### config.mk
export PLATFORM = sky130hd
export DESIGN_NAME = lsu_top
export DESIGN_NICKNAME = d
export VERILOG_FILES = /design/src/hw/lsu_pkg.sv /design/src/hw/lsu_req_builder.sv /design/src/hw/lsu_txn_tracker.sv /design/src/hw/lsu_load_aligner.sv /design/src/hw/lsu_top.sv
export VERILOG_INCLUDE_DIRS = /design/src /design/src/hw
export SDC_FILE = /design/constraint.sdc
export NUM_CORES = 1
export LEC_CHECK = 0
export ABC_AREA = 0
export BUFFER_PORTS_ARGS = -buffer_cell sky130_fd_sc_hd__buf_4
export CAP_MARGIN = 20
export CORE_MARGIN = 5
export CORE_UTILIZATION = 51
export DETAILED_ROUTE_END_ITERATION = 12
export GPL_ROUTABILITY_DRIVEN = 0
export PLACE_DENSITY = 0.93
export SYNTH_ARGS = -nofsm -noshare
export SYNTH_HDL_FRONTEND = slang
export SYNTH_SLANG_ARGS = --single-unit
### constraint.sdc
create_clock -name clk -period 4.7 [get_ports clk]
set_clock_uncertainty 0.05 [all_clocks]
set_input_delay 0.705 -clock clk [delete_from_list [all_inputs] [get_ports clk]]
set_output_delay 0.705 -clock clk [all_outputs]
set_load 0.01 [all_outputs]
### src/hw/lsu_macros.svh
`ifndef LSU_MACROS_SVH
`define LSU_MACROS_SVH

////////////////////////////////////////////////////////////
// data side bus geometry
////////////////////////////////////////////////////////////

// data and address width of the core bus
`define LSU_XLEN   32

// byte lanes per bus word, also the byte enable width
`define LSU_NBYTES 4

////////////////////////////////////////////////////////////
// transaction tracking
////////////////////////////////////////////////////////////

// max transactions in flight, must fit the 2 bit counter
`define LSU_DEPTH  2

`endif

### src/hw/lsu_pkg.sv
`default_nettype none

`include "lsu_macros.svh"

package lsu_pkg;

  // access size as driven by the decoder
  typedef enum logic [1:0] {
    LSU_WORD     = 2'b00,
    LSU_HALF     = 2'b01,
    LSU_BYTE     = 2'b10,   // byte
    LSU_BYTE_ALT = 2'b11    // byte, second encoding
  } lsu_type_e;

  // load extension mode
  typedef enum logic [1:0] {
    LSU_EXT_ZERO     = 2'b00,
    LSU_EXT_SIGN     = 2'b01,
    LSU_EXT_ONES     = 2'b10,   // upper bits filled with ones
    LSU_EXT_SIGN_ALT = 2'b11    // sign, second encoding
  } lsu_ext_e;

  // one response word, seen as byte lanes or as halfword lanes
  typedef union packed {
    logic [`LSU_NBYTES-1:0][7:0]    b;   // b[0] is the lowest byte
    logic [`LSU_NBYTES/2-1:0][15:0] h;   // h[1] is the upper halfword
  } lsu_word_u;

endpackage

`default_nettype wire

### src/hw/lsu_req_builder.sv
`default_nettype none
`timescale 1ns/1ns

`include "lsu_macros.svh"

module lsu_req_builder (
  input  wire logic [`LSU_XLEN-1:0]   operand_a_i,       // base register
  input  wire logic [`LSU_XLEN-1:0]   operand_b_i,       // immediate or increment
  input  wire logic                   addr_useincr_i,    // 1: a + b, 0: a only
  input  wire lsu_pkg::lsu_type_e     data_type_i,       // word, half or byte
  input  wire logic [`LSU_XLEN-1:0]   data_wdata_i,      // store data as held in the register
  input  wire logic [1:0]             data_reg_offset_i, // byte offset of the data in the register
  output logic      [`LSU_XLEN-1:0]   addr_o,            // byte address to the bus
  output logic      [`LSU_NBYTES-1:0] be_o,              // byte enables to the bus
  output logic      [`LSU_XLEN-1:0]   wdata_o            // store data moved into its lanes
);

  import lsu_pkg::*;

  logic [1:0] addr_lsb;     // byte offset inside the bus word
  logic [1:0] wdata_shift;  // lanes to move the store data up by

  ////////////////////////////////////////////////////////////
  // address
  ////////////////////////////////////////////////////////////

  assign addr_o   = addr_useincr_i ? (operand_a_i + operand_b_i) : operand_a_i;
  assign addr_lsb = addr_o[1:0];

  ////////////////////////////////////////////////////////////
  // byte enables
  ////////////////////////////////////////////////////////////

  // misaligned words and halfwords never get here, see the tracker check
  always_comb
  begin
    case (data_type_i)
      LSU_WORD:
      begin
        be_o = {`LSU_NBYTES{1'b1}};                           // all four lanes
      end
      LSU_HALF:
      begin
        be_o = {{(`LSU_NBYTES-2){1'b0}}, 2'b11} << addr_lsb;  // two lanes from the offset
      end
      LSU_BYTE,
      LSU_BYTE_ALT:
      begin
        be_o = {{(`LSU_NBYTES-1){1'b0}}, 1'b1} << addr_lsb;   // single lane
      end
      default:
      begin
        be_o = '0;
      end
    endcase
  end

  ////////////////////////////////////////////////////////////
  // store data lane rotation
  ////////////////////////////////////////////////////////////

  // distance from where the data sits in the register to where it goes on the bus
  assign wdata_shift = addr_lsb - data_reg_offset_i;  // wraps mod 4

  always_comb
  begin
    case (wdata_shift)
      2'b00:   wdata_o = data_wdata_i;                                // already in place
      2'b01:   wdata_o = {data_wdata_i[23:0], data_wdata_i[31:24]};   // one lane up
      2'b10:   wdata_o = {data_wdata_i[15:0], data_wdata_i[31:16]};   // swap halves
      2'b11:   wdata_o = {data_wdata_i[7:0],  data_wdata_i[31:8]};    // three lanes up
      default: wdata_o = data_wdata_i;
    endcase
  end

endmodule

`default_nettype wire

### src/hw/lsu_txn_tracker.sv
`default_nettype none
`timescale 1ns/1ns

`include "lsu_macros.svh"

module lsu_txn_tracker (
  input  wire logic               clk,
  input  wire logic               rst_n,
  input  wire logic               data_req_i,      // EX stage wants a transfer
  input  wire logic               data_we_i,
  input  wire lsu_pkg::lsu_type_e data_type_i,
  input  wire lsu_pkg::lsu_ext_e  data_sign_ext_i,
  input  wire logic [1:0]         addr_lsb_i,      // byte offset of the current address
  input  wire logic               data_gnt_i,
  input  wire logic               data_rvalid_i,
  output logic                    trans_valid_o,   // becomes data_req_o
  output logic                    ready_ex_o,
  output logic                    ready_wb_o,
  output logic                    busy_o,
  output lsu_pkg::lsu_type_e      wb_type_o,       // WB control of the oldest open transfer
  output lsu_pkg::lsu_ext_e       wb_sign_ext_o,
  output logic [1:0]              wb_offset_o,
  output logic                    wb_we_o
);

  import lsu_pkg::*;

  logic [1:0] cnt_q;        // transfers granted but not yet answered
  logic [1:0] cnt_d;
  logic       count_up;     // accepted address phase
  logic       count_down;   // response seen
  logic       ctrl_update;  // EX hands its access over to WB

  ////////////////////////////////////////////////////////////
  // request gating and outstanding count
  ////////////////////////////////////////////////////////////

  // no path from rvalid to req, only the registered count gates it
  assign trans_valid_o = data_req_i && (cnt_q < 2'(`LSU_DEPTH));

  assign count_up   = trans_valid_o && data_gnt_i;
  assign count_down = data_rvalid_i;

  always_comb
  begin
    case ({count_up, count_down})
      2'b10:   cnt_d = cnt_q + 2'd1;
      2'b01:   cnt_d = cnt_q - 2'd1;
      default: cnt_d = cnt_q;         // idle, or one in while one leaves
    endcase
  end

  always_ff @(posedge clk, negedge rst_n)
  begin
    if (!rst_n)
      cnt_q <= '0;
    else
      cnt_q <= cnt_d;
  end

  ////////////////////////////////////////////////////////////
  // ready and busy
  ////////////////////////////////////////////////////////////

  assign ready_wb_o = (cnt_q == 2'd0) ? 1'b1 : data_rvalid_i;  // WB free or freeing now

  // EX and WB move in lock step once WB is occupied
  assign ready_ex_o = !data_req_i      ? 1'b1 :
                      (cnt_q == 2'd0)  ? count_up :
                      (cnt_q == 2'd1)  ? (count_up && data_rvalid_i) :
                                         data_rvalid_i;

  assign busy_o = (cnt_q != 2'd0) || trans_valid_o;

  ////////////////////////////////////////////////////////////
  // WB control registers
  ////////////////////////////////////////////////////////////

  assign ctrl_update = ready_ex_o && data_req_i;

  always_ff @(posedge clk, negedge rst_n)
  begin
    if (!rst_n)
    begin
      wb_type_o     <= LSU_WORD;
      wb_sign_ext_o <= LSU_EXT_ZERO;
      wb_offset_o   <= '0;
      wb_we_o       <= 1'b0;
    end
    else if (ctrl_update)  // access leaves EX, its response is the next one
    begin
      wb_type_o     <= data_type_i;
      wb_sign_ext_o <= data_sign_ext_i;
      wb_offset_o   <= addr_lsb_i;
      wb_we_o       <= data_we_i;
    end
  end

  // count stays within the configured depth
  a_cnt_depth: assert property (@(posedge clk) disable iff (!rst_n)
    cnt_q <= 2'(`LSU_DEPTH));

  // every response belongs to a granted transfer
  a_no_stray_rvalid: assert property (@(posedge clk) disable iff (!rst_n)
    data_rvalid_i |-> (cnt_q != 2'd0));

  // misaligned accesses are not supported by the builder
  a_aligned_req: assert property (@(posedge clk) disable iff (!rst_n)
    data_req_i |-> !((data_type_i == LSU_WORD) && (addr_lsb_i != 2'b00)) &&
                   !((data_type_i == LSU_HALF) && (addr_lsb_i == 2'b11)));

endmodule

`default_nettype wire

### src/hw/lsu_load_aligner.sv
`default_nettype none
`timescale 1ns/1ns

`include "lsu_macros.svh"

module lsu_load_aligner (
  input  wire logic                 clk,
  input  wire logic                 rst_n,
  input  wire logic                 resp_valid_i,   // bus response this cycle
  input  wire logic [`LSU_XLEN-1:0] resp_rdata_i,   // raw response word
  input  wire lsu_pkg::lsu_type_e   wb_type_i,
  input  wire lsu_pkg::lsu_ext_e    wb_sign_ext_i,
  input  wire logic [1:0]           wb_offset_i,    // byte offset of the load
  input  wire logic                 wb_we_i,        // response belongs to a store
  output logic      [`LSU_XLEN-1:0] rdata_o,        // to the register file
  output logic                      load_valid_o
);

  import lsu_pkg::*;

  lsu_word_u              resp_word;   // byte and halfword views of the response
  logic [7:0]             byte_sel;
  logic [15:0]            half_sel;
  logic                   sign_bit;    // msb of the selected field
  logic                   fill;        // bit used above the selected field
  logic [`LSU_XLEN-1:0]   rdata_ext;   // aligned and extended load value
  logic [`LSU_XLEN-1:0]   rdata_q;     // last load result

  ////////////////////////////////////////////////////////////
  // lane select
  ////////////////////////////////////////////////////////////

  assign resp_word = resp_rdata_i;
  assign byte_sel  = resp_word.b[wb_offset_i];     // any of the four lanes
  assign half_sel  = resp_word.h[wb_offset_i[1]];  // offset 0 or 2 only

  ////////////////////////////////////////////////////////////
  // extension
  ////////////////////////////////////////////////////////////

  always_comb
  begin
    sign_bit = (wb_type_i == LSU_HALF) ? half_sel[15] : byte_sel[7];

    case (wb_sign_ext_i)
      LSU_EXT_ZERO:     fill = 1'b0;
      LSU_EXT_ONES:     fill = 1'b1;
      LSU_EXT_SIGN,
      LSU_EXT_SIGN_ALT: fill = sign_bit;
      default:          fill = 1'b0;
    endcase

    case (wb_type_i)
      LSU_WORD:     rdata_ext = resp_rdata_i;                        // passes whole
      LSU_HALF:     rdata_ext = {{(`LSU_XLEN-16){fill}}, half_sel};
      LSU_BYTE,
      LSU_BYTE_ALT: rdata_ext = {{(`LSU_XLEN-8){fill}}, byte_sel};
      default:      rdata_ext = resp_rdata_i;
    endcase
  end

  ////////////////////////////////////////////////////////////
  // hold register and output mux
  ////////////////////////////////////////////////////////////

  assign load_valid_o = resp_valid_i && !wb_we_i;  // store responses carry no data

  always_ff @(posedge clk, negedge rst_n)
  begin
    if (!rst_n)
      rdata_q <= '0;
    else if (load_valid_o)
      rdata_q <= rdata_ext;   // keep result for a stalled WB
  end

  assign rdata_o = load_valid_o ? rdata_ext : rdata_q;

endmodule

`default_nettype wire

### src/hw/lsu_top.sv
`default_nettype none
`timescale 1ns/1ns

`include "lsu_macros.svh"

module lsu_top (
  input  wire logic                   clk,
  input  wire logic                   rst_n,

  // EX stage
  input  wire logic                   data_req_ex_i,
  input  wire logic                   data_we_ex_i,
  input  wire lsu_pkg::lsu_type_e     data_type_ex_i,
  input  wire lsu_pkg::lsu_ext_e      data_sign_ext_ex_i,
  input  wire logic [`LSU_XLEN-1:0]   data_wdata_ex_i,
  input  wire logic [1:0]             data_reg_offset_ex_i,
  input  wire logic [`LSU_XLEN-1:0]   operand_a_ex_i,
  input  wire logic [`LSU_XLEN-1:0]   operand_b_ex_i,
  input  wire logic                   addr_useincr_ex_i,
  output logic      [`LSU_XLEN-1:0]   data_rdata_ex_o,   // load result to WB
  output logic                        load_valid_o,
  output logic                        lsu_ready_ex_o,
  output logic                        lsu_ready_wb_o,
  output logic                        busy_o,

  // data bus
  output logic                        data_req_o,
  input  wire logic                   data_gnt_i,
  output logic      [`LSU_XLEN-1:0]   data_addr_o,
  output logic                        data_we_o,
  output logic      [`LSU_NBYTES-1:0] data_be_o,
  output logic      [`LSU_XLEN-1:0]   data_wdata_o,
  input  wire logic                   data_rvalid_i,
  input  wire logic [`LSU_XLEN-1:0]   data_rdata_i
);

  import lsu_pkg::*;

  // WB control, tracker to aligner
  lsu_type_e  wb_type;
  lsu_ext_e   wb_sign_ext;
  logic [1:0] wb_offset;
  logic       wb_we;

  assign data_we_o = data_we_ex_i;  // direction goes straight out with the address phase

  ////////////////////////////////////////////////////////////
  // address phase
  ////////////////////////////////////////////////////////////

  lsu_req_builder req_builder_i (
    .operand_a_i       (operand_a_ex_i),
    .operand_b_i       (operand_b_ex_i),
    .addr_useincr_i    (addr_useincr_ex_i),
    .data_type_i       (data_type_ex_i),
    .data_wdata_i      (data_wdata_ex_i),
    .data_reg_offset_i (data_reg_offset_ex_i),
    .addr_o            (data_addr_o),
    .be_o              (data_be_o),
    .wdata_o           (data_wdata_o)
  );

  lsu_txn_tracker txn_tracker_i (
    .clk             (clk),
    .rst_n           (rst_n),
    .data_req_i      (data_req_ex_i),
    .data_we_i       (data_we_ex_i),
    .data_type_i     (data_type_ex_i),
    .data_sign_ext_i (data_sign_ext_ex_i),
    .addr_lsb_i      (data_addr_o[1:0]),   // low bits from the builder
    .data_gnt_i      (data_gnt_i),
    .data_rvalid_i   (data_rvalid_i),
    .trans_valid_o   (data_req_o),
    .ready_ex_o      (lsu_ready_ex_o),
    .ready_wb_o      (lsu_ready_wb_o),
    .busy_o          (busy_o),
    .wb_type_o       (wb_type),
    .wb_sign_ext_o   (wb_sign_ext),
    .wb_offset_o     (wb_offset),
    .wb_we_o         (wb_we)
  );

  ////////////////////////////////////////////////////////////
  // response phase
  ////////////////////////////////////////////////////////////

  lsu_load_aligner load_aligner_i (
    .clk           (clk),
    .rst_n         (rst_n),
    .resp_valid_i  (data_rvalid_i),
    .resp_rdata_i  (data_rdata_i),
    .wb_type_i     (wb_type),
    .wb_sign_ext_i (wb_sign_ext),
    .wb_offset_i   (wb_offset),
    .wb_we_i       (wb_we),
    .rdata_o       (data_rdata_ex_o),
    .load_valid_o  (load_valid_o)
  );

endmodule

`default_nettype wire

==> results of run 1 <==
## per-stage QoR
step	utilization [%]	setup slack (ns)
global route	72.2	0.448
CTS	72.2	0.604
floorplan	-	0.984
detailed placement	71.0	0.610
global placement	71.0	0.622
finish	72.2	0.597
## synth_stat cells, types with 11 or more instances
cell and instances:
o21ai_0 56, clkbuf_1 22, nor2_1 22, mux2i_1 77, nand2_1 65, xnor2_1 21
a21o_1 20, mux2_2 31, a211oi_1 11, and3_1 11, ha_1 36, a21oi_1 29
dfrtp_1 41, inv_1 16
## worst paths after layout
kind,from,to,depth (start not counted)
hold reg to reg,load_aligner_i.rdata_q[14],load_aligner_i.rdata_q[14],2
setup reg to reg,txn_tracker_i.wb_type_o[1],load_aligner_i.rdata_q[6],5
max in group asynchronous,rst_n,load_aligner_i.rdata_q[3],1
setup / recovery,operand_a_ex_i[0],data_addr_o[22],14
min in group clk,load_aligner_i.rdata_q[14],load_aligner_i.rdata_q[14],2
hold / removal,rst_n,load_aligner_i.rdata_q[26],1
## logic make-up (layout without fill, tap and decap cells)
group                      after synthesis  in the layout  share of synthesized area, %
xor gates and xnor gates                28             28                          4.93
DFF                                     41             41                          20.6
adders and majority gates               37             37                          9.45
muxes                                  108            108                          22.5
and+or+nand+nor                        135            135                          12.9
buffers and inverters                   50            276                          5.20
AOI/OAI and AO/OA                      180            180                          24.4
## critical path, stage by stage
cell and delay (ns):
buf_4 0.08, ha_1 0.18, inv_1 0.07, fa_1 0.44
nor2b_4 0.14, o21ai_2 0.06, a21o_1 0.22, a31oi_4 0.25
a21oi_4 0.11, nor4_4 0.38, nor3_1 0.15, xnor2_1 0.15
mux2_2 0.27, buf_4 0.14
## report_power, final
part	leakage [nW]	switching (mW)	internal, mW
logic	3.00	1.06	0.956
registers	0.493	0.114	0.530
clock network	0.0585	0.122	0.173
## layout make-up
class | instances | area [µm²]
Clock buffer | 7 | 86.3
Timing Repair Buffer | 251 | 1880
Tap cell | 133 | 166
Fill cell | 712 | 2680
Inverter | 17 | 63.8
Sequential cell | 41 | 1030
Clock inverter | 1 | 30.0
Multi-Input combinational cell | 488 | 3710
## per-layer routing
metal | vias to the layer above | global-route usage [%] | part of all wire, %
li1 | 2599 | - | -
met1 | 2589 | 32.1 | 37
met2 | 354 | 49.2 | 49
met3 | 74 | 5.39 | 9.3
met4 | 0 | 12.4 | 4.1
met5 | - | 0 | 0
## flip-flops by register name (all words and copies together), names as in the netlist
| signal | flops |
|---|---|
| txn_tracker_i.wb_type_o | 2 |
| txn_tracker_i.wb_we_o | 1 |
| load_aligner_i.rdata_q | 32 |
| txn_tracker_i.cnt_q | 2 |
| txn_tracker_i.wb_offset_o | 2 |
| txn_tracker_i.wb_sign_ext_o | 2 |
==> impl_results.md, run 1 <==
* Status: finished, final reports clean
* Ys async rst share at 100%
* Synthesized instance count at 579
* Placed Cells incl. Taps at slightly above 900
* Worst-margin pin slew at between 0.8 and 0.9 ns
* Upper clock frequency limit at 244 MHz
* Post-synthesis area per instance at 8.60 µm²
* DP Area at about 6800 µm²
* Core Footprint at roughly 9600 µm²
* Setup_tns at 0 ns
* DRC at 0
* Worst reg2reg setup slack at roughly 2.2 ns
* Final Setup Violations at 0
* Pre-antenna DRT Iters at 7
* Final hold viol count at 0
* H-tree depth at 2
* GR Util All Layers at 27.7%
* Post CTS Setup Buffer Count at 0
* Leak at 3.55 nW
* Synthesis-to-layout area growth at 39.9%
* Final instance area at a little under 7000 µm²
* Rel. slew slack at 40.7%
* Total routed wirelength at 17.3 mm
* Port bufs at 246
* Total gr overflow at 0
* Critical path data required time at ~3.9 ns
* #FFs+latches synth at 41
* Synthesized cell area at 4980 µm²
* Final period util at 87.3%
* First DRT Iteration DRCs at 393
* Top_reg_cell synth: dfrtp_1
* CP endpoint kind: output port
* Most frequent cells in the layout: 251 x buf_4, 77 x mux2i_1, 65 x nand2_1, 56 x o21ai_0, 41 x dfrtp_1
* Longest Clk Path Bufs at 2
* Top-area cell type share of the netlist area at 20.6%
* Layout cells sized above 1 at 38.6%
* Top cells by area, synth: dfrtp_1 21%, mux2i_1 15%, ha_1 9.0%
* Area leader, netlist: dfrtp_1
* Max-slew violation count at 0
* Clk sinks at 41
* Vias at 5,616
* PostCTS Resize Cnt at 0
* Diodes inserted at 0
* P per Cell Area at 424 nW/µm²
* CP startpoint kind: input pin
* Die Ht at around 110 µm
* Root Buffer: clkbuf_8
* Most common cell after layout, fill and taps aside: buf_4
* Clock-pin slew on the worst setup and hold paths at 0.08 ns
* Pwr Total at 2.95 mW
* Synth cell types at 61
* WL/cell at between 15 and 20 µm
* Max Cap Viol at 0
* Die X at 109 µm
* Cts bufs inserted at 5
* IO Pins at 247
* # nets final at 982
* WS Path Type: input pin to output port
* Rows at 36
* Worst VDD drop at approximately 0.00023 V
* Hold WC Path Type: input pin to asynchronous set/reset pin
* Maximum number of pins on one net before global-route repair at 42
* ANT nets after route at 0
* Dpl hpwl at roughly 14 mm
* Critical-path maximum fanout at 4
* RSZ-0062 raised after global routing: false
* Synth Warn # at 0
* Share of the yosys chip area belonging to registers at 20.6%
* Post-layout min period at around 4 ns
* Initial core utilization at between 50% and 60%
* Fin cells at 938
* Initial antenna violation count at 0
* Crit path DAT at 3.35 ns
* EDFF count, synth at 0
* Vias in the first global route at about 5,600
* Hold slack final at 0.326 ns
* Via/cell ratio at 5.99
* Clock insertion delay at the later pin of the skew report at 0.29 ns
* Global-route wire length before repair at ~27 mm
* # hold bufs at CTS at 0
* CTS tree: built
* DIE AREA at 11,800 µm²
* Syn_nets at roughly 760
(Power assumes the default switching activity.)
==> run 2, diff against run 1 <==
--- a/config.mk
+++ b/config.mk
@@ -10,10 +10,11 @@
 export BUFFER_PORTS_ARGS = -buffer_cell sky130_fd_sc_hd__buf_4
 export CAP_MARGIN = 20
 export CORE_MARGIN = 5
-export CORE_UTILIZATION = 51
+export CORE_UTILIZATION = 52
 export DETAILED_ROUTE_END_ITERATION = 12
 export GPL_ROUTABILITY_DRIVEN = 0
 export PLACE_DENSITY = 0.93
 export SYNTH_ARGS = -nofsm -noshare
 export SYNTH_HDL_FRONTEND = slang
+export SYNTH_HIERARCHICAL = 1
 export SYNTH_SLANG_ARGS = --single-unit
==> run 2 against run 1 <==
Compared with the run above:
- worst hold slack improved by 0.0073 ns
- global-route usage up 1.5 points
- area after synthesis rose by 4.2%
- critical endpoint is now data_wdata_o[23]
- sequential cell count unchanged
- utilization is 1.4 points higher
==> impl_results.md, run 2 <==
* Status: finished, final reports clean
* CP Cell Sequence: buf_4, ha_1, inv_1, fa_1, a21o_1, inv_2, xnor2_2, buf_8, mux2i_1, mux2i_1, buf_4
* CP endpoint kind: output port
* Final core occ at 73.7% (+1.4 points)
* DIE AREA at 12,100 µm² (+2.0%)
* Total routed wirelength at 18.4 mm (+6.2%)
* Post-synthesis area per instance at 8.52 µm² (-0.91%)
* CP max-delay cell: xnor2_2
* Final Setup Violations at 0 (unchanged)
* Critical path data required time at 3.94 ns (about the same)
* Synthesized instance count at 609 (+5.2%)
* Longest Clk Path Bufs at 2 (unchanged)
* Die Ht at 110 µm (+1.0%)
* WS Path Type: input pin to output port
* Pre-antenna DRT Iters at 5 (-2)
* Final period util at 85.5% (-1.8 points)
* Count leader, synth: mux2i_1
* Net Sw Power at 1.36 mW (+5.2%)
* PostCTS Resize Cnt at 0 (unchanged)
* Worst Slack Setup Final at 0.680 ns (+0.0827 ns)
* DRC at 0 (unchanged)
* Syn_nets at 786 (+3.8%)
* RSZ-0062 raised after global routing: false
* EDFF count, synth at 0 (unchanged)
* Worst-margin pin slew at 1.00 ns (+0.113 ns)
* Most frequent cells in the layout: 249 x buf_4, 67 x mux2i_1, 54 x a21oi_1, 42 x nand2_1, 41 x dfrtp_1
* Comb pwr share at 67.7% (-0.5 points)
* Cell family contributing the most delay on the critical path: adder cells
* H-tree depth at 2 (unchanged)
* Synth Warn # at 6 (+6)
* Share of the yosys chip area belonging to registers at 19.8% (-0.84 points)
* Vias at 5,889 (+4.9%)
* Cts bufs inserted at 5 (unchanged)
* # nets final at 1,006 (+2.4%)
* P per Cell Area at 431 nW/µm² (+1.6%)
* Top cells by area, synth: dfrtp_1 20%, mux2i_1 13%, ha_1 8.4%
* Root Buffer: clkbuf_8
* Clock insertion delay at the later pin of the skew report at 0.29 ns (about the same)
* CTS tree: built
* Via/cell ratio at 6.12 (+2.1%)
* Post CTS Setup Buffer Count at 0 (unchanged)
* Leak at 3.52 nW (-0.79%)
* Diodes inserted at 0 (unchanged)
* #FFs+latches synth at 41 (unchanged)
* Clock Power Share at 10.9% (+0.9 points)
* Hold WC Path Type: input pin to asynchronous set/reset pin
* Dpl hpwl at 15.1 mm (+5.7%)
* Port bufs at 246 (unchanged)
* Top-area cell type share of the netlist area at 19.8% (-0.84 points)
* Total gr overflow at 0 (unchanged)
* Synthesized cell area at 5190 µm² (+4.2%)
* Initial antenna violation count at 0 (unchanged)
* GR Util All Layers at 29.1% (+1.5 points)
* Vias in the first global route at 5,821 (+4.3%)
* Final hold viol count at 0 (unchanged)
* Ys async rst share at 100% (unchanged)
* Pre-CTS setup slack at 0.341 ns (-0.269 ns)
* Crit path DAT at 3.27 ns (-0.08 ns)
* Rows at 36 (unchanged)
* Largest register FFs at 32 (unchanged)
* Upper clock frequency limit at 249 MHz (+2.1%)
* First DRT Iteration DRCs at 441 (+12%)
* Max Cap Viol at 0 (unchanged)
* Clk sinks at 41 (unchanged)
* Commonest cells post-synth: 67 x mux2i_1, 54 x a21oi_1, 42 x nand2_1
* Max-slew violation count at 0 (unchanged)
* Initial core utilization at 53.1% (+1.4 points)
* Die X at 110 µm (+1.0%)
* Synth cell types at 75 (+23%)
* Top_reg_cell synth: dfrtp_1
* P_int at 1.74 mW (+5.0%)
* Post-layout min period at 4.02 ns (-0.0827 ns)
* Most common cell after layout, fill and taps aside: buf_4
* Rel. slew slack at 33.1% (-7.7 points)
* Area leader, netlist: dfrtp_1
* CP startpoint kind: input pin
* Layout cells sized above 1 at 38.2% (-0.44 points)
* Sw Ratio at 43.8% (+0.058 points)
* # hold bufs at CTS at 0 (unchanged)
* Max incr delay on CP at 0.49 ns (+0.05 ns)
* Clock-pin slew on the worst setup and hold paths at 0.08 ns (about the same)
* ANT nets after route at 0 (unchanged)
* Setup_tns at 0 ns (unchanged)
* Core Footprint at 9770 µm² (+1.4%)
* Synthesis-to-layout area growth at 38.8%
* WL/cell at 19.1 µm (+3.5%)
* IO Pins at 247 (unchanged)
* Biggest register: load_aligner_i/rdata_q
* Worst path bufs/invs at 5 (+2)
* Sequential share of power at 21.3% (-0.5 points)
* Global-route wire length before repair at 28.1 mm (+5.4%)
* Worst VDD drop at 0.000310 V (+35%)
* Maximum number of pins on one net before global-route repair at 44 (+4.8%)
* Critical-path maximum fanout at 11 (+7)
-- run 2: cell count changes after synthesis, moves of 10 or more --
cell     previous run  this run
o21ai_0            56        21
buf_2               0        12
nand2_1            65        42
nor2_1             22        37
nand3_1             6        19
mux2i_1            77        67
a21oi_1            29        54
a22oi_1             3        19
-- run 2: routing by layer --
metal / wire length, µm / global-route usage (%)
met5: 0 / 0
met4: 683 / 12.7
met3: 1860 / 5.52
met2: 9350 / 52.7
met1: 6540 / 33.1
-- run 2: area by class of cell --
class	instances	area (µm²)
Multi-Input combinational cell	511	3900
Fill cell	695	2570
Timing Repair Buffer	251	1900
Sequential cell	41	1030
Tap cell	133	166
Inverter	19	71.3
Clock buffer	5	68.8
Clock inverter	3	68.8
-- run 2: cell families (layout without fill, tap and decap cells) --
group                      after synthesis  after routing  share of synthesized area [%]
adders and majority gates               36             36                           8.83
AOI/OAI and AO/OA                      195            195                           25.8
muxes                                  105            105                           21.8
buffers and inverters                   57            278                           5.07
and+or+nand+nor                        147            147                           13.7
xor gates and xnor gates                28             28                           5.02
DFF                                     41             41                           19.8
-- run 2: worst paths after layout --
path	startpoint	endpoint	slack, ns	depth (start not counted)
min	rst_n	load_aligner_i/rdata_q[22]	0.33	1
min reg2reg	load_aligner_i/rdata_q[7]	load_aligner_i/rdata_q[7]	0.46	1
min in group clk	load_aligner_i/rdata_q[7]	load_aligner_i/rdata_q[7]	0.46	1
max reg2reg	txn_tracker_i/wb_offset_o[1]	load_aligner_i/rdata_q[16]	1.94	3
max	operand_a_ex_i[0]	data_wdata_o[23]	0.68	11
max in group asynchronous	rst_n	load_aligner_i/rdata_q[1]	3.91	1
-- run 2: power by group through the flow --
stage	clock network [mW]	logic [mW]	registers, mW
detailed placement	0	2.07	0.664
CTS	0.349	2.08	0.657
global placement	0	2.01	0.646
global route	0.360	2.26	0.678
floorplan	0	1.29	0.595
finish	0.339	2.10	0.661
-- run 2: per-stage QoR --
| stage | hold slack, ns | area (µm²) | instances | power, mW |
|---|---|---|---|---|
| CTS | 0.339 | 7170 | 961 | 3.09 |
| global route | 0.370 | 7200 | 963 | 3.30 |
| finish | 0.333 | 7200 | 963 | 3.10 |
| detailed placement | 0.442 | 7030 | 953 | 2.74 |
| floorplan | 0.359 | 5190 | 609 | 1.88 |
| global placement | 0.409 | 7030 | 953 | 2.65 |
==> run 3, diff against run 2 <==
--- a/config.mk
+++ b/config.mk
@@ -9,11 +9,11 @@
 export ABC_AREA = 0
 export BUFFER_PORTS_ARGS = -buffer_cell sky130_fd_sc_hd__buf_4
 export CAP_MARGIN = 20
-export CORE_MARGIN = 5
+export CORE_MARGIN = 3
 export CORE_UTILIZATION = 52
 export DETAILED_ROUTE_END_ITERATION = 12
 export GPL_ROUTABILITY_DRIVEN = 0
-export PLACE_DENSITY = 0.93
+export PLACE_DENSITY = 0.88
 export SYNTH_ARGS = -nofsm -noshare
 export SYNTH_HDL_FRONTEND = slang
 export SYNTH_HIERARCHICAL = 1
==> constraint.sdc (replaced) <==
create_clock -name clk -period 4.7 [get_ports clk]
set_clock_uncertainty 0.05 [all_clocks]
set_input_delay 0.94 -clock clk [delete_from_list [all_inputs] [get_ports clk]]
set_output_delay 0.94 -clock clk [all_outputs]
set_load 0.01 [all_outputs]
==> run 3 against run 2 <==
Compared with the run above:
- power is 0.87% lower
- via count is 0.82% lower
- combinational power hardly changed
- fmax is 11% lower
- highest routed layer unchanged
==> impl_results.md, run 3 (same netlist as run 2, synthesis figures left out) <==
* DIE AREA at 11,200 µm² (-7.1%)
* Root Buffer: clkbuf_8
* Final instance area at 7200 µm² (about the same)
* CP startpoint kind: input pin
* RR Endpoint: load_aligner_i/rdata_q[23]
* Cell count of the worst reg-to-reg path at 4 (+1)
* P per Cell Area at 427 nW/µm² (-0.92%)
* # nets final at 1,007 (+0.099%)
* Upper clock frequency limit at 221 MHz (-11%)
* Multi-input gate area at 3900 µm² (unchanged)
* Final hold viol count at 0 (unchanged)
* Critical Path Start: operand_a_ex_i[0]
* Biggest register: load_aligner_i/rdata_q
* RSZ-0062 raised after global routing: false
* Status: finished, final reports clean
* Layout cells sized above 1 at 38.3% (+0.074 points)
* First DRT Iteration DRCs at 371 (-16%)
* Most common cell after layout, fill and taps aside: buf_4
* Die Ht at 106 µm (-3.6%)
* Post CTS Setup Buffer Count at 0 (unchanged)
* Synthesis-to-layout area growth at 38.9% (about the same)
* Core Footprint at 9460 µm² (-3.2%)
* Worst-margin pin slew at 0.836 ns (-0.166 ns)
* Hold slack final at 0.446 ns (+0.113 ns)
* Total routed wirelength at 17.9 mm (-2.6%)
* ANT nets after route at 0 (unchanged)
* Critical path data required time at 3.71 ns (-0.23 ns)
* Register area at 1030 µm² (unchanged)
* Longest Clk Path Bufs at 2 (unchanged)
* Hold WC Path Type: register to register
* WS Path Type: input pin to output port
* Cts bufs inserted at 5 (unchanged)
* CTS tree: built
* Final period util at 96.1% (+11 points)
* Initial antenna violation count at 0 (unchanged)
* Largest register FFs at 32 (unchanged)
* Maximum number of pins on one net before global-route repair at 42 (-4.5%)
* Via/cell ratio at 6.08 (-0.51%)
* Crit path DAT at 3.53 ns (+0.26 ns)
* Pre-antenna DRT Iters at 7 (+2)
* WL/cell at 18.7 µm (-2.3%)
* IO Pins at 247 (unchanged)
* Initial core utilization at 54.8% (+1.8 points)
* Global-route wire length before repair at 27.9 mm (-0.69%)
* H-tree depth at 2 (unchanged)
* DP Area at 7070 µm² (+0.53%)
* DRC at 0 (unchanged)
* Total gr overflow at 0 (unchanged)
* Worst reg2reg startpoint: txn_tracker_i/wb_offset_o[1]
* CP endpoint kind: output port
* Worst reg2reg setup slack at 2.34 ns (+0.40 ns)
* Rel. slew slack at 44.3% (+11 points)
* # hold bufs at CTS at 0 (unchanged)
* Clock-pin slew on the worst setup and hold paths at 0.07 ns (about the same)
* Setup_tns at 0 ns (unchanged)
* Dpl hpwl at 14.7 mm (-2.9%)
* GR Util All Layers at 30.2% (+1.0 points)
* Diodes inserted at 0 (unchanged)
* Clock insertion delay at the later pin of the skew report at 0.29 ns (about the same)
* Most frequent cells in the layout: 250 x buf_4, 67 x mux2i_1, 54 x a21oi_1, 42 x nand2_1, 41 x dfrtp_1
* Post-layout min period at 4.52 ns (+0.496 ns)
* Max Cap Viol at 0 (unchanged)
* Die X at 106 µm (-3.6%)
* Fill cell count at 707 (+1.7%)
* Clk sinks at 41 (unchanged)
* Port bufs at 246 (unchanged)
* Crit path to: data_addr_o[28]
* Worst VDD drop at 0.000274 V (-12%)
* Max-slew violation count at 0 (unchanged)
* Rows at 35 (-2.8%)
* Final Setup Violations at 0 (unchanged)
* Leak at 3.53 nW (+0.18%)
* Critical-path maximum fanout at 4 (-7)
* Vias in the first global route at 5,757 (-1.1%)
* Vias at 5,841 (-0.82%)
* PostCTS Resize Cnt at 0 (unchanged)
==> run 3: layout make-up <==
class	count	area share, %
tap	129	2.24
multi-input combinational	511	54.1
clock buffer	5	0.955
inverter	19	0.990
clock inverter	3	0.903
timing repair buffer	252	26.5
sequential	41	14.2
==> run 3: per-stage QoR <==
| stage | total power, mW | utilization, % | setup slack, ns | instances |
|---|---|---|---|---|
| 2_1_floorplan | 1.88 | - | 0.784 | 609 |
| 3_3_place_gp | 2.65 | 74.6 | 0.0813 | 951 |
| 3_5_place_dp | 2.72 | 74.7 | 0.294 | 952 |
| 4_1_cts | 3.06 | 76.2 | 0.271 | 960 |
| 5_1_grt | 3.27 | 76.2 | 0.0846 | 960 |
| 6_report | 3.07 | 76.2 | 0.184 | 960 |
==> run 3: worst min path at each step <==
stage / start / to / slack (ns) / cells after the start
4_1_cts: load_aligner_i/rdata_q[7] / load_aligner_i/rdata_q[7] / 0.44 / 1
6_report: load_aligner_i/rdata_q[7] / load_aligner_i/rdata_q[7] / 0.45 / 1
2_1_floorplan: txn_tracker_i/wb_we_o / txn_tracker_i/wb_we_o / 0.42 / 1
3_5_place_dp: load_aligner_i/rdata_q[7] / load_aligner_i/rdata_q[7] / 0.43 / 1
3_3_place_gp: load_aligner_i/rdata_q[7] / load_aligner_i/rdata_q[7] / 0.41 / 1
5_1_grt: load_aligner_i/rdata_q[7] / load_aligner_i/rdata_q[7] / 0.47 / 1
==> run 3: power by group <==
part / total (mW) / switching, mW / internal, mW / leakage [nW]
clock network: 0.331 / 0.120 / 0.211 / 0.0681
registers: 0.656 / 0.128 / 0.528 / 0.482
logic: 2.09 / 1.08 / 1.01 / 2.98
==> run 3: critical path: stages <==
cell	delay, ns
buf_4	0.09
ha_1	0.23
inv_1	0.08
fa_1	0.41
nor2b_1	0.19
o2111ai_1	0.21
a211o_1	0.35
nand3_1	0.26
nand4_1	0.19
a211oi_1	0.28
nand4b_1	0.16
buf_4	0.13
==> run 3: routing by layer <==
metal	track usage (%)	part of all wire, %	up-vias	routed length (µm)
li1	-	-	2720	-
met1	36.5	38	2737	6880
met2	54.5	50	342	8920
met3	6.12	9.6	42	1720
met4	7.59	2.4	0	422
met5	0	0	-	0
